<file path="config.mk">
export PLATFORM = sky130hd
export DESIGN_NAME = prefetch_mshr
export DESIGN_NICKNAME = d
export VERILOG_FILES = /design/src/hdl/icache_pkg.sv /design/src/hdl/prefetch_mshr.sv
export SDC_FILE = /design/constraint.sdc
export NUM_CORES = 1
export LEC_CHECK = 0
export ABC_AREA = 1
export BUFFER_PORTS_ARGS = -buffer_cell sky130_fd_sc_hd__buf_2
export CORE_MARGIN = 10
export CORE_UTILIZATION = 64
export CTS_BUF_LIST = sky130_fd_sc_hd__clkbuf_4 sky130_fd_sc_hd__clkbuf_8
export CTS_CLUSTER_SIZE = 10
export DETAILED_ROUTE_END_ITERATION = 8
export PLACE_DENSITY = 0.92
export REMOVE_ABC_BUFFERS = 1
export SLEW_MARGIN = 20
export SYNTH_ARGS = -nofsm -noshare
export SYNTH_HDL_FRONTEND = slang
export SYNTH_SLANG_ARGS = --single-unit
</file>
<file path="constraint.sdc">
create_clock -name clock -period 3.91 [get_ports clock]
set_input_delay 0.1955 -clock clock [delete_from_list [all_inputs] [get_ports clock]]
set_output_delay 0.1955 -clock clock [all_outputs]
set_load 0.05 [all_outputs]
</file>
<file path="src/hdl/icache_pkg.sv">
package icache_pkg;

    // address width seen by fetch and memory bus
    parameter int xlen = 32;

    // byte offset inside one 64-bit line
    parameter int line_offset_bits = 3;

    // transaction tag width, tag 0 is reserved for "none"
    parameter int mem_tag_bits = 4;

    typedef logic [mem_tag_bits-1:0] mem_tag_t;

    // memory bus commands
    // store is decoded by the memory but the icache only loads
    typedef enum logic [1:0] {
        bus_none  = 2'b00,
        bus_load  = 2'b01,
        bus_store = 2'b10
    } bus_command_t;

endpackage

</file>
<file path="src/hdl/prefetch_mshr.sv">
`timescale 1ns/1ps

module prefetch_mshr #(
    parameter int cache_lines = 32,
    parameter int mshr_depth  = 4
) (
    input  logic                        clock,
    input  logic                        reset,
    input  logic                        miss_pulse,
    input  logic [icache_pkg::xlen-1:0] miss_addr,
    input  logic                        pf_grant,
    input  icache_pkg::mem_tag_t        bus_response,
    input  icache_pkg::mem_tag_t        ret_tag,
    output logic                        pf_req,
    output logic [icache_pkg::xlen-1:0] pf_addr,
    output logic                        pf_fill,
    output logic [icache_pkg::xlen-1:0] pf_fill_addr
);
    import icache_pkg::*;

    localparam int ptr_bits = $clog2(mshr_depth);

    logic [xlen-1:0]       entry_addr [mshr_depth];
    mem_tag_t              entry_tag  [mshr_depth];
    logic [mshr_depth-1:0] entry_valid;
    logic [mshr_depth-1:0] entry_sent;
    logic [ptr_bits-1:0]   alloc_ptr;
    logic [ptr_bits-1:0]   send_ptr;
    logic [ptr_bits-1:0]   ans_ptr;
    logic [xlen-1:0]       next_line;
    logic                  alloc;

    assign next_line = {miss_addr[xlen-1:line_offset_bits], {line_offset_bits{1'b0}}}
                       + xlen'(1 << line_offset_bits);

    assign alloc = miss_pulse && !entry_valid[alloc_ptr];   // full ring skips

    assign pf_req  = entry_valid[send_ptr] && !entry_sent[send_ptr];
    assign pf_addr = entry_addr[send_ptr];

    // returns come back in issue order, so only the oldest sent entry can match
    assign pf_fill = entry_valid[ans_ptr] && entry_sent[ans_ptr] &&
                     (ret_tag != '0) && (ret_tag == entry_tag[ans_ptr]);
    assign pf_fill_addr = entry_addr[ans_ptr];

    // alloc, send and answer always hit different slots
    always_ff @(posedge clock) begin
        if (reset) begin
            entry_valid <= '0;
            entry_sent  <= '0;
            alloc_ptr   <= '0;
            send_ptr    <= '0;
            ans_ptr     <= '0;
        end else begin
            if (alloc) begin
                entry_valid[alloc_ptr] <= 1'b1;
                entry_sent[alloc_ptr]  <= 1'b0;
                alloc_ptr              <= alloc_ptr + 1'b1;
            end
            if (pf_grant) begin
                entry_sent[send_ptr] <= 1'b1;
                send_ptr             <= send_ptr + 1'b1;
            end
            if (pf_fill) begin
                entry_valid[ans_ptr] <= 1'b0;
                entry_sent[ans_ptr]  <= 1'b0;
                ans_ptr              <= ans_ptr + 1'b1;
            end
        end
    end

    always_ff @(posedge clock) begin
        if (alloc) begin
            entry_addr[alloc_ptr] <= next_line;
        end
        if (pf_grant) begin
            entry_tag[send_ptr] <= bus_response;   // tag to wait for
        end
    end

endmodule

</file>
==> impl_metrics.toml <==
[floorplan]
dieWidth_um = 128
core_sq_um = 11400
rows = 39
die_y_um = 128
pin_count = 110
dieArea_sq_um = 16300
initial_core_util_pct = 65.3

[synthesis]
ys_seq_area_share_pct = 58.2
synth.distinct_cells = 32
synth_area_leaders = "edfxtp_1 (53%), o21ai_0 (8.0%), nor2_1 (7.5%)"
netlist_instances = 768
yosys.area.top_type = "edfxtp_1"
synth_top_area_share_pct = 53.4
syn_avg_cell_area_sq_um = 9.67
synth-seq-cells = 150
synth_area_sq_um = 7430
ys_warn_count = 0

[timing]
slew_violations = 0
finClkSkew_ns = 0.0171
setup_tns_ns = 0
rsz0062_at_grt = "false"
hold_ws_ns = 0.116
hold_violations = 0
finalCriticalPeriod_ns = 2.90
clock.fmax_mhz = 344
setup_viol = 0
worst_pin_slew_ns = 1.01
post-route-period-util_pct = 74.3
maxSlewHeadroom_pct = 32.5

[detailed_routing]
num_vias = 6495
drc = 0
routed_wl_mm = 20.6
first_iter_violations = 956
via_per_inst = 6.37
drt_pre_antenna_iters = 8
wire_per_inst_um = 20.3
drtAntennaViolNets = 0

[worst_setup_path]
critPathArrivalTime_ns = 2.71
max_stage_delay_ns = 0.69
reg2reg_slack_ns = 1.33
cp.required_ns = 3.71
crit_chain = "clkinv_2 > nand2_2 > nand3_2 > nand2_1 > nand2_1 > nand2_1 > nand3_1 > nor2_2 > buf_2"
crit_path_top_delay_cell = "clkinv_2"
cp_max_fo = 66
path_common_cell = "nand2_1"
critPathCaptureType = "output port"
critPathLaunchType = "flip-flop"
crit_type = "reg -> out"

[run_status]
outcome = "completed"

[cts]
cts_setup_buffers = 0
clk_pin_slew_ns = 0.07
clk_latency_ns = 0.46
ctsLongestPathBuffers = 2
cts_tree = "built"
cts_sinks = 150
ctsResizeCount = 0
cts_buffers = 17
hold_buffers = 5
clockRootBuffer = "clkbuf_8"
h-tree-depth = 4

[place]
numPortBuffers = 100
finalWeightedCongestion = 0.873
hpwl_mm = 12.4
dp_cells = 981
place_area_sq_um = 8010

[power]
power_density_nw_per_um2 = 471
p_leak_nw = 3.30
total_power_mw = 3.98
peakVddDrop_v = 0.000259

[global_route]
track_usage_pct = 24.3
gr-total-overflow = 0
grt_pass1_vias = 6221
grt_pass1_wl_mm = 31.4
grt_start_max_net_pins = 67
antenna_found_initial = 2

[cells_and_area]
fin_cells = 1019
drive_above_1_share_pct = 19.8
fill_cells = 702
fin_area_sq_um = 8460
syn_to_final_growth_pct = 13.8
final_cell_mix = "nor2_1 (146), edfxtp_1 (132), o21ai_0 (119)"
final_common_cell = "nor2_1"
final_nets = 919

[flow_run]
drv_cap = 0

[min_path]
hold_class = "in -> reg"
registers in the layout, indices dropped and copies added (netlist names), named ones only:
signal       cells
entry_addr     116
entry_tag       16
entry_sent       4
entry_valid      4
alloc_ptr        2
ans_ptr          2
send_ptr         2
stage by stage:
step / setup slack [ns] / utilization (%)
floorplan: 0.773 / -
global placement: 1.55 / 70.5
detailed placement: 1.44 / 70.5
CTS: 1.09 / 74.3
global route: 0.871 / 74.4
finish: 1.01 / 74.4
Yosys cell counts, drive strengths merged:
| master | n |
|---|---|
| a21oi | 7 |
| buf | 12 |
| clkbuf | 32 |
| conb | 1 |
| dfxtp | 18 |
| edfxtp | 132 |
| ha | 13 |
| inv | 49 |
| nand2 | 89 |
| nand3 | 36 |
| nand3b | 2 |
| nand4 | 7 |
| nor2 | 157 |
| nor3 | 4 |
| nor4 | 4 |
| o211ai | 2 |
| o21ai | 120 |
| o22ai | 58 |
| o311ai | 2 |
| xnor2 | 9 |
| xor2 | 14 |
cell type report:
class	count	area, sq um	area share [%]
sequential	150	4330	51.2
multi-input combinational	530	2740	32.4
timing repair buffer	114	631	7.46
clock buffer	20	256	3.03
inverter	49	185	2.19
tap	143	179	2.12
clock inverter	11	134	1.58
antenna	2	5.00	0.0592
power by group:
group	internal (mW)	switching [mW]
Clock	0.639	0.542
Sequential	1.86	0.0486
Combinational	0.195	0.694
Total	2.70	1.28
critical path, delay by kind of cell (launching register included):
kind / cells / cell delay, ns
buf+inv: 2 / 0.98
flops: 1 / 0.34
simple gates: 7 / 0.92
kinds of logic (layout without fill, tap and decap cells):
logic type               count (synthesis)  count (layout)  share of synthesized area, %
XOR/XNOR                                23              23                          2.91
other                                    1               8                        0.0505
buffers and inverters                   93             194                          5.22
AND/OR/NAND/NOR                        299             299                          17.5
flip-flops                             150             150                          58.2
adder cells (fa/ha/maj)                 13              13                          2.19
AO/OA/AOI/OAI                          189             189                          13.9
layer usage:
layer / track usage, % / share of wire (%)
met1: 28.8 / 35
met4: 11.3 / 3.6
met5: 0 / 0
met3: 6.78 / 13
met2: 40.2 / 49
path summary, 6_finish.rpt:
path | end | cells after the start | start
worst max-delay path | pf_fill | 9 | flip-flop
worst min-delay path | flip-flop | 3 | pf_grant
worst max register to register | entry_addr[0][6]$_DFFE_PP_ | 8 | alloc_ptr[0]$_SDFFE_PP0N_
worst min register to register | entry_valid[2]$_SDFF_PP0_ | 2 | entry_valid[2]$_SDFF_PP0_
No activity file was read; power rests on OpenSTA's default activity.
