<file path="config.mk">
export PLATFORM = sky130hd
export DESIGN_NAME = icache_ctrl_flat
export DESIGN_NICKNAME = d
export VERILOG_FILES = /design/src/hdl/icache_pkg.sv /design/src/hdl/mem_bus_if.sv /design/src/hdl/icache_ctrl.sv /design/src/flat_wrapper.sv
export SDC_FILE = /design/constraint.sdc
export NUM_CORES = 1
export LEC_CHECK = 0
export BUFFER_PORTS_ARGS = -buffer_cell sky130_fd_sc_hd__buf_2
export CORE_AREA = 4 4 177 179
export CTS_CLUSTER_SIZE = 14
export DETAILED_ROUTE_END_ITERATION = 6
export DIE_AREA = 0 0 181 183
export GPL_ROUTABILITY_DRIVEN = 0
export GPL_TIMING_DRIVEN = 0
export SLEW_MARGIN = 20
export SYNTH_ARGS = -nofsm -noshare
export SYNTH_HDL_FRONTEND = slang
export SYNTH_SLANG_ARGS = --single-unit
export TNS_END_PERCENT = 5
</file>
<file path="constraint.sdc">
create_clock -name clock -period 2.4 [get_ports clock]
set_clock_uncertainty 0.05 [all_clocks]
set_input_delay 0.48 -clock clock [delete_from_list [all_inputs] [get_ports clock]]
set_output_delay 0.48 -clock clock [all_outputs]
set_load 0.02 [all_outputs]
</file>
<file path="src/hdl/icache_pkg.sv">
package icache_pkg;

    // address width seen by fetch and memory bus
    parameter int xlen = 32;

    // byte offset inside one 64-bit line
    parameter int line_offset_bits = 3;

    // transaction tag width, tag 0 is reserved for "none"
    parameter int mem_tag_bits = 4;

    typedef logic [mem_tag_bits-1:0] mem_tag_t;

    // memory bus commands
    // store is decoded by the memory but the icache only loads
    typedef enum logic [1:0] {
        bus_none  = 2'b00,
        bus_load  = 2'b01,
        bus_store = 2'b10
    } bus_command_t;

endpackage

</file>
<file path="src/hdl/mem_bus_if.sv">
`timescale 1ns/1ps

interface mem_bus_if;
    import icache_pkg::*;

    bus_command_t    command;   // request from the cache side
    logic [xlen-1:0] addr;      // line aligned request address
    mem_tag_t        response;  // granted tag, same cycle as command
    logic [63:0]     data;      // return data
    mem_tag_t        tag;       // tag of the return, zero when idle

    modport cache (
        output command,
        output addr,
        input  response,
        input  data,
        input  tag
    );

    modport memory (
        input  command,
        input  addr,
        output response,
        output data,
        output tag
    );

endinterface

</file>
<file path="src/hdl/icache_ctrl.sv">
`timescale 1ns/1ps

module icache_ctrl #(
    parameter int  cache_lines = 32,
    localparam int index_bits  = $clog2(cache_lines),
    localparam int tag_bits    = 16 - icache_pkg::line_offset_bits - index_bits
) (
    input  logic                        clock,
    input  logic                        reset,
    input  logic [icache_pkg::xlen-1:0] fetch_addr,
    input  logic                        rd_hit,
    input  logic [63:0]                 rd_data,
    input  logic                        pf_req,
    input  logic [icache_pkg::xlen-1:0] pf_addr,
    input  logic                        pf_fill,
    input  logic [icache_pkg::xlen-1:0] pf_fill_addr,
    mem_bus_if.cache                    bus,
    output logic [index_bits-1:0]       rd_index,
    output logic [tag_bits-1:0]         rd_tag,
    output logic                        wr_en,
    output logic [index_bits-1:0]       wr_index,
    output logic [tag_bits-1:0]         wr_tag,
    output logic [63:0]                 wr_data,
    output logic [63:0]                 fetch_data,
    output logic                        fetch_valid,
    output logic                        miss_pulse,
    output logic [icache_pkg::xlen-1:0] miss_addr,
    output logic                        pf_grant
);
    import icache_pkg::*;

    logic [tag_bits-1:0]            cur_tag;
    logic [index_bits-1:0]          cur_index;
    logic [tag_bits-1:0]            pf_tag;
    logic [index_bits-1:0]          pf_index;
    logic [tag_bits+index_bits-1:0] last_line;
    logic                           changed_addr;
    logic                           miss_outstanding;
    logic                           miss_next;
    logic                           demand_req;
    logic                           demand_accepted;
    logic                           demand_fill;
    mem_tag_t                       demand_tag;   // zero while nothing is in flight

    assign {cur_tag, cur_index} = fetch_addr[15:line_offset_bits];
    assign {pf_tag, pf_index}   = pf_fill_addr[15:line_offset_bits];

    assign rd_index    = cur_index;
    assign rd_tag      = cur_tag;
    assign fetch_valid = rd_hit;
    assign fetch_data  = rd_data;

    assign changed_addr    = {cur_tag, cur_index} != last_line;
    assign demand_req      = miss_outstanding && !changed_addr;
    assign demand_accepted = demand_req && (bus.response != '0);
    // a return for a dropped address is not ours any more
    assign demand_fill     = (demand_tag != '0) && (demand_tag == bus.tag) && !changed_addr;

    // new miss on address change, or line lost while the address is held
    assign miss_next = !rd_hit && !demand_accepted && !demand_fill &&
                       (changed_addr || (demand_tag == '0));

    assign miss_pulse = changed_addr && !rd_hit;   // next-line prefetch trigger
    assign miss_addr  = fetch_addr;

    // demand load has priority, prefetch takes the idle bus
    always_comb begin
        bus.command = bus_none;
        bus.addr    = pf_addr;
        pf_grant    = 1'b0;
        if (demand_req) begin
            bus.command = bus_load;
            bus.addr    = {fetch_addr[xlen-1:line_offset_bits], {line_offset_bits{1'b0}}};
        end else if (pf_req) begin
            bus.command = bus_load;
            pf_grant    = bus.response != '0;
        end
    end

    // fill source, only one return per cycle so no collision
    always_comb begin
        wr_en   = pf_fill || demand_fill;
        wr_data = bus.data;
        if (pf_fill) begin
            wr_index = pf_index;
            wr_tag   = pf_tag;
        end else begin
            wr_index = cur_index;
            wr_tag   = cur_tag;
        end
    end

    always_ff @(posedge clock) begin
        if (reset) begin
            last_line        <= '1;   // forces a "change" on the first fetch
            miss_outstanding <= 1'b0;
            demand_tag       <= '0;
        end else begin
            last_line        <= {cur_tag, cur_index};
            miss_outstanding <= miss_next;
            if (demand_accepted) begin
                demand_tag <= bus.response;
            end else if (changed_addr || demand_fill) begin
                demand_tag <= '0;
            end
        end
    end

endmodule

</file>
<file path="src/flat_wrapper.sv">
// flat-port wrapper written by rule: the top's interface ports become plain ports
module icache_ctrl_flat import icache_pkg::*;
#(
    parameter int  cache_lines = 32,
    localparam int index_bits  = $clog2(cache_lines),
    localparam int tag_bits    = 16 - icache_pkg::line_offset_bits - index_bits
)
  (clock, reset, fetch_addr, rd_hit, rd_data, pf_req, pf_addr, pf_fill, pf_fill_addr, rd_index, rd_tag, wr_en, wr_index, wr_tag, wr_data, fetch_data, fetch_valid, miss_pulse, miss_addr, pf_grant, bus_command, bus_addr, bus_response, bus_data, bus_tag);
  mem_bus_if bus_i ();
  input  logic clock;
  input  logic reset;
  input  logic [icache_pkg::xlen-1:0] fetch_addr;
  input  logic rd_hit;
  input  logic [63:0] rd_data;
  input  logic pf_req;
  input  logic [icache_pkg::xlen-1:0] pf_addr;
  input  logic pf_fill;
  input  logic [icache_pkg::xlen-1:0] pf_fill_addr;
  output logic [index_bits-1:0] rd_index;
  output logic [tag_bits-1:0] rd_tag;
  output logic wr_en;
  output logic [index_bits-1:0] wr_index;
  output logic [tag_bits-1:0] wr_tag;
  output logic [63:0] wr_data;
  output logic [63:0] fetch_data;
  output logic fetch_valid;
  output logic miss_pulse;
  output logic [icache_pkg::xlen-1:0] miss_addr;
  output logic pf_grant;
  output wire logic [$bits(bus_i.command)-1:0] bus_command;
  output wire logic [$bits(bus_i.addr)-1:0] bus_addr;
  input wire logic [$bits(bus_i.response)-1:0] bus_response;
  input wire logic [$bits(bus_i.data)-1:0] bus_data;
  input wire logic [$bits(bus_i.tag)-1:0] bus_tag;
  assign bus_command = bus_i.command;
  assign bus_addr = bus_i.addr;
  assign bus_i.response = bus_response;
  assign bus_i.data = bus_data;
  assign bus_i.tag = bus_tag;
  icache_ctrl #(.cache_lines(cache_lines)) u_core (.clock(clock), .reset(reset), .fetch_addr(fetch_addr), .rd_hit(rd_hit), .rd_data(rd_data), .pf_req(pf_req), .pf_addr(pf_addr), .pf_fill(pf_fill), .pf_fill_addr(pf_fill_addr), .bus(bus_i), .rd_index(rd_index), .rd_tag(rd_tag), .wr_en(wr_en), .wr_index(wr_index), .wr_tag(wr_tag), .wr_data(wr_data), .fetch_data(fetch_data), .fetch_valid(fetch_valid), .miss_pulse(miss_pulse), .miss_addr(miss_addr), .pf_grant(pf_grant));
endmodule
</file>
==> run_results.csv <==
group,metric,value,unit
floorplanning,initial_utilization,9.342,%
synth,synth_warnings,0,
synth,ys.flop_type,"dfxtp_1",
place,post_dp_cell_area,4801,µm²
setup_path,endpoint_kind,"primary output",
clocking,h-tree-depth,1,
floorplanning,io_pins,461,
run,drv_cap,0,
floorplanning,die_y,183,µm
synth,syn_area,2761,µm²
clocking,cts_buffer_depth,2,
final_layout,final_cell_area,5226,µm²
clocking,clock-sinks,18,
run_status,status,"finished with violations",
final_layout,fin_nets,866,
final_layout,layout-drive-gt1-share,89.81,%
setup_path,path_cells,"xor2_2, nor4_4, buf_4, nand4_4, buf_12, buf_12, mux2_4, buf_4",
sta,finalSetupTns,-5.576,ns
floorplanning,rows,63,
sta,fmax,383.0,MHz
setup_path,max_stage_delay,0.32,ns
clocking,cts_buffers,3,
floorplanning,die_area,33120,µm²
global_route,gr-total-overflow,0,
sta,finalCriticalPeriod,2.611,ns
sta,fin_ws,-0.2109,ns
route,routedWlPerCell,13.26,µm
sta,hold_viol,0,
power_and_ir_drop,ir_worst_vdd,0.2084,mV
setup_path,cp_max_fo,10,
sta,drv_slew,0,
clocking,cts_hold_buf,0,
route,first_pass_iters,4,
clocking,clk_pin_slew,0.05,ns
setup_path,startpoint_type,"register",
clocking,cts_tree,"done",
synth,syn_area_per_cell,8.966,µm²
worst_hold_path,hold_depth,2,
route,vias,3004,
floorplanning,coreArea,29560,µm²
synth,synth-edff-count,0,
global_route,antenna_found_initial,0,
setup_path,critPathKind,"reg -> out",
final_layout,layout_commonest_cell,"buf_2",
route,via_per_inst,2.951,
synth,netlist_instances,308,
sta,holdWs,0.4075,ns
power_and_ir_drop,power,1651,µW
global_route,grt_pass1_vias,3052,
synth,ys_seq_elements,18,
final_layout,fin_cells,1018,
power_and_ir_drop,pwr_density_cell,315.8,nW/µm²
clocking,cts_root_buf,"clkbuf_16",
final_layout,antenna_cells,0,
place,dp_hpwl,12.10,mm
synth,synth_fp_nets,545,
route,drt_wl_total,13.50,mm
synth,async_flop_share,0,%
place,numPlacedInstances,1007,
global_route,grt_pass1_wl,18.04,mm
run_status,violations,"setup timing",
synth,ys_seq_area_share,13.05,%
setup_path,crit_arrival,2.08,ns
power_and_ir_drop,p_leak,0.002879,µW
sta,fin_crit_sh,108.8,%
synth,synth_cell_type_count,30,
final_layout,area_growth,89.26,%
route,drc_errors,0,
worst_hold_path,hold_class,"in -> reg",
place,io_buffers,309,
setup_path,reg2reg_depth,7,
clocking,clock_latency,0.26,ns
final_layout,n_fill_cell,3307,
route,drt_iter0_drc,27,
global_route,grt_max_degree,11,
floorplanning,die_w,181,µm
final_layout,mostFrequentLayoutCells,"buf_2 (274), buf_4 (190), mux2_4 (25), buf_6 (25)",
route,postRouteAntennaNets,0,
setup_path,cpMaxStageDelayCell,"dfxtp_2",
global_route,grt_usage,6.963,%
sta,setup_viol,33,
setup_path,required,1.87,ns
sta,grt_setup_unrepaired,"yes",
-- metal layers --
metal / routed length [µm] / part of all wire, % / track usage (%)
met5: 0 / 0 / 0
met4: 117 / 0.87 / 1.021
met3: 1349 / 10 / 1.666
met2: 7432 / 55 / 14.04
met1: 4603 / 34 / 7.459
-- path summary, 6_finish.rpt --
check	end	slack [ns]	start
worst min register to register	u_core.demand_tag[3]	0.48	u_core.demand_tag[3]
worst max-delay path	bus_addr[30]	-0.21	u_core.last_line[3]
worst max register to register	u_core.demand_tag[0]	0.84	u_core.last_line[3]
worst min-delay path	u_core.last_line[3]	0.41	fetch_addr[6]
-- what timing repair did --
item	CTS	global route
pin swaps	5	1
setup endpoints to repair	45	35
resized for setup	56	19
buffers inserted	6	0
cloned	1	0
-- report_power, final --
part	switching [µW]	leakage, µW	internal [µW]	total (µW)
registers	5.71	0.000149	312	318
logic	483	0.00269	467	950
clock network	128	0.0000442	254	383
total	617	0.00288	1030	1650
-- cell families after synthesis --
| group | synth area share, % |
|---|---|
| simple gates | 8.927 |
| compound gates | 2.764 |
| other cells | 0.1358 |
| xor+xnor | 5.392 |
| mux | 20.53 |
| buf+inv | 49.21 |
| flops | 13.05 |
-- worst max-delay path: cells and delay by family (launching register included) --
| family | cells | cell delay, ns |
|---|---|---|
| buffers and inverters | 4 | 0.66 |
| multiplexers | 1 | 0.29 |
| AND/OR/NAND/NOR | 2 | 0.37 |
| XOR/XNOR | 1 | 0.18 |
| flip-flops | 1 | 0.32 |
-- area by class of cell --
class	count	area, µm²	share of cell area (%)
repair buffers	316	1813	34.69
plain buffers	180	1383	26.45
multi-input cells	109	1089	20.83
well taps	390	488.0	9.337
flip-flops and latches	18	361.6	6.919
clock buffers	4	88.84	1.700
inverters	1	3.754	0.07182
-- stage by stage --
step,worst slack [ns],utilization (%)
2_1_floorplan,0.09223,-
3_3_place_gp,-0.7820,16.24
3_5_place_dp,-0.8091,16.24
4_1_cts,-0.2399,17.46
5_1_grt,-0.3006,17.68
6_report,-0.2109,17.68
-- cells in the mapped netlist, types with 2 or more instances --
cell type    n  area share (%)
nor2_1       3            0.41
o211ai_1     4             1.1
and2_1       3            0.68
mux2_4      25              14
or2_2       13             2.9
buf_4      175              48
clkbuf_1     2            0.27
mux2_2      17             6.9
nor2b_1      3            0.68
buf_6        3             1.2
a21oi_1      4            0.72
nor4_2       2            0.91
xnor2_1      2            0.63
nand2_1      5            0.68
dfxtp_1     18              13
xor2_1      15             4.8
-- registers in the layout, summed over array words and instances, names as in the netlist --
register and count:
u_core.demand_tag 4, u_core.last_line 13, u_core.miss_outstanding 1
Note: power is estimated with default switching activity, not from simulation.
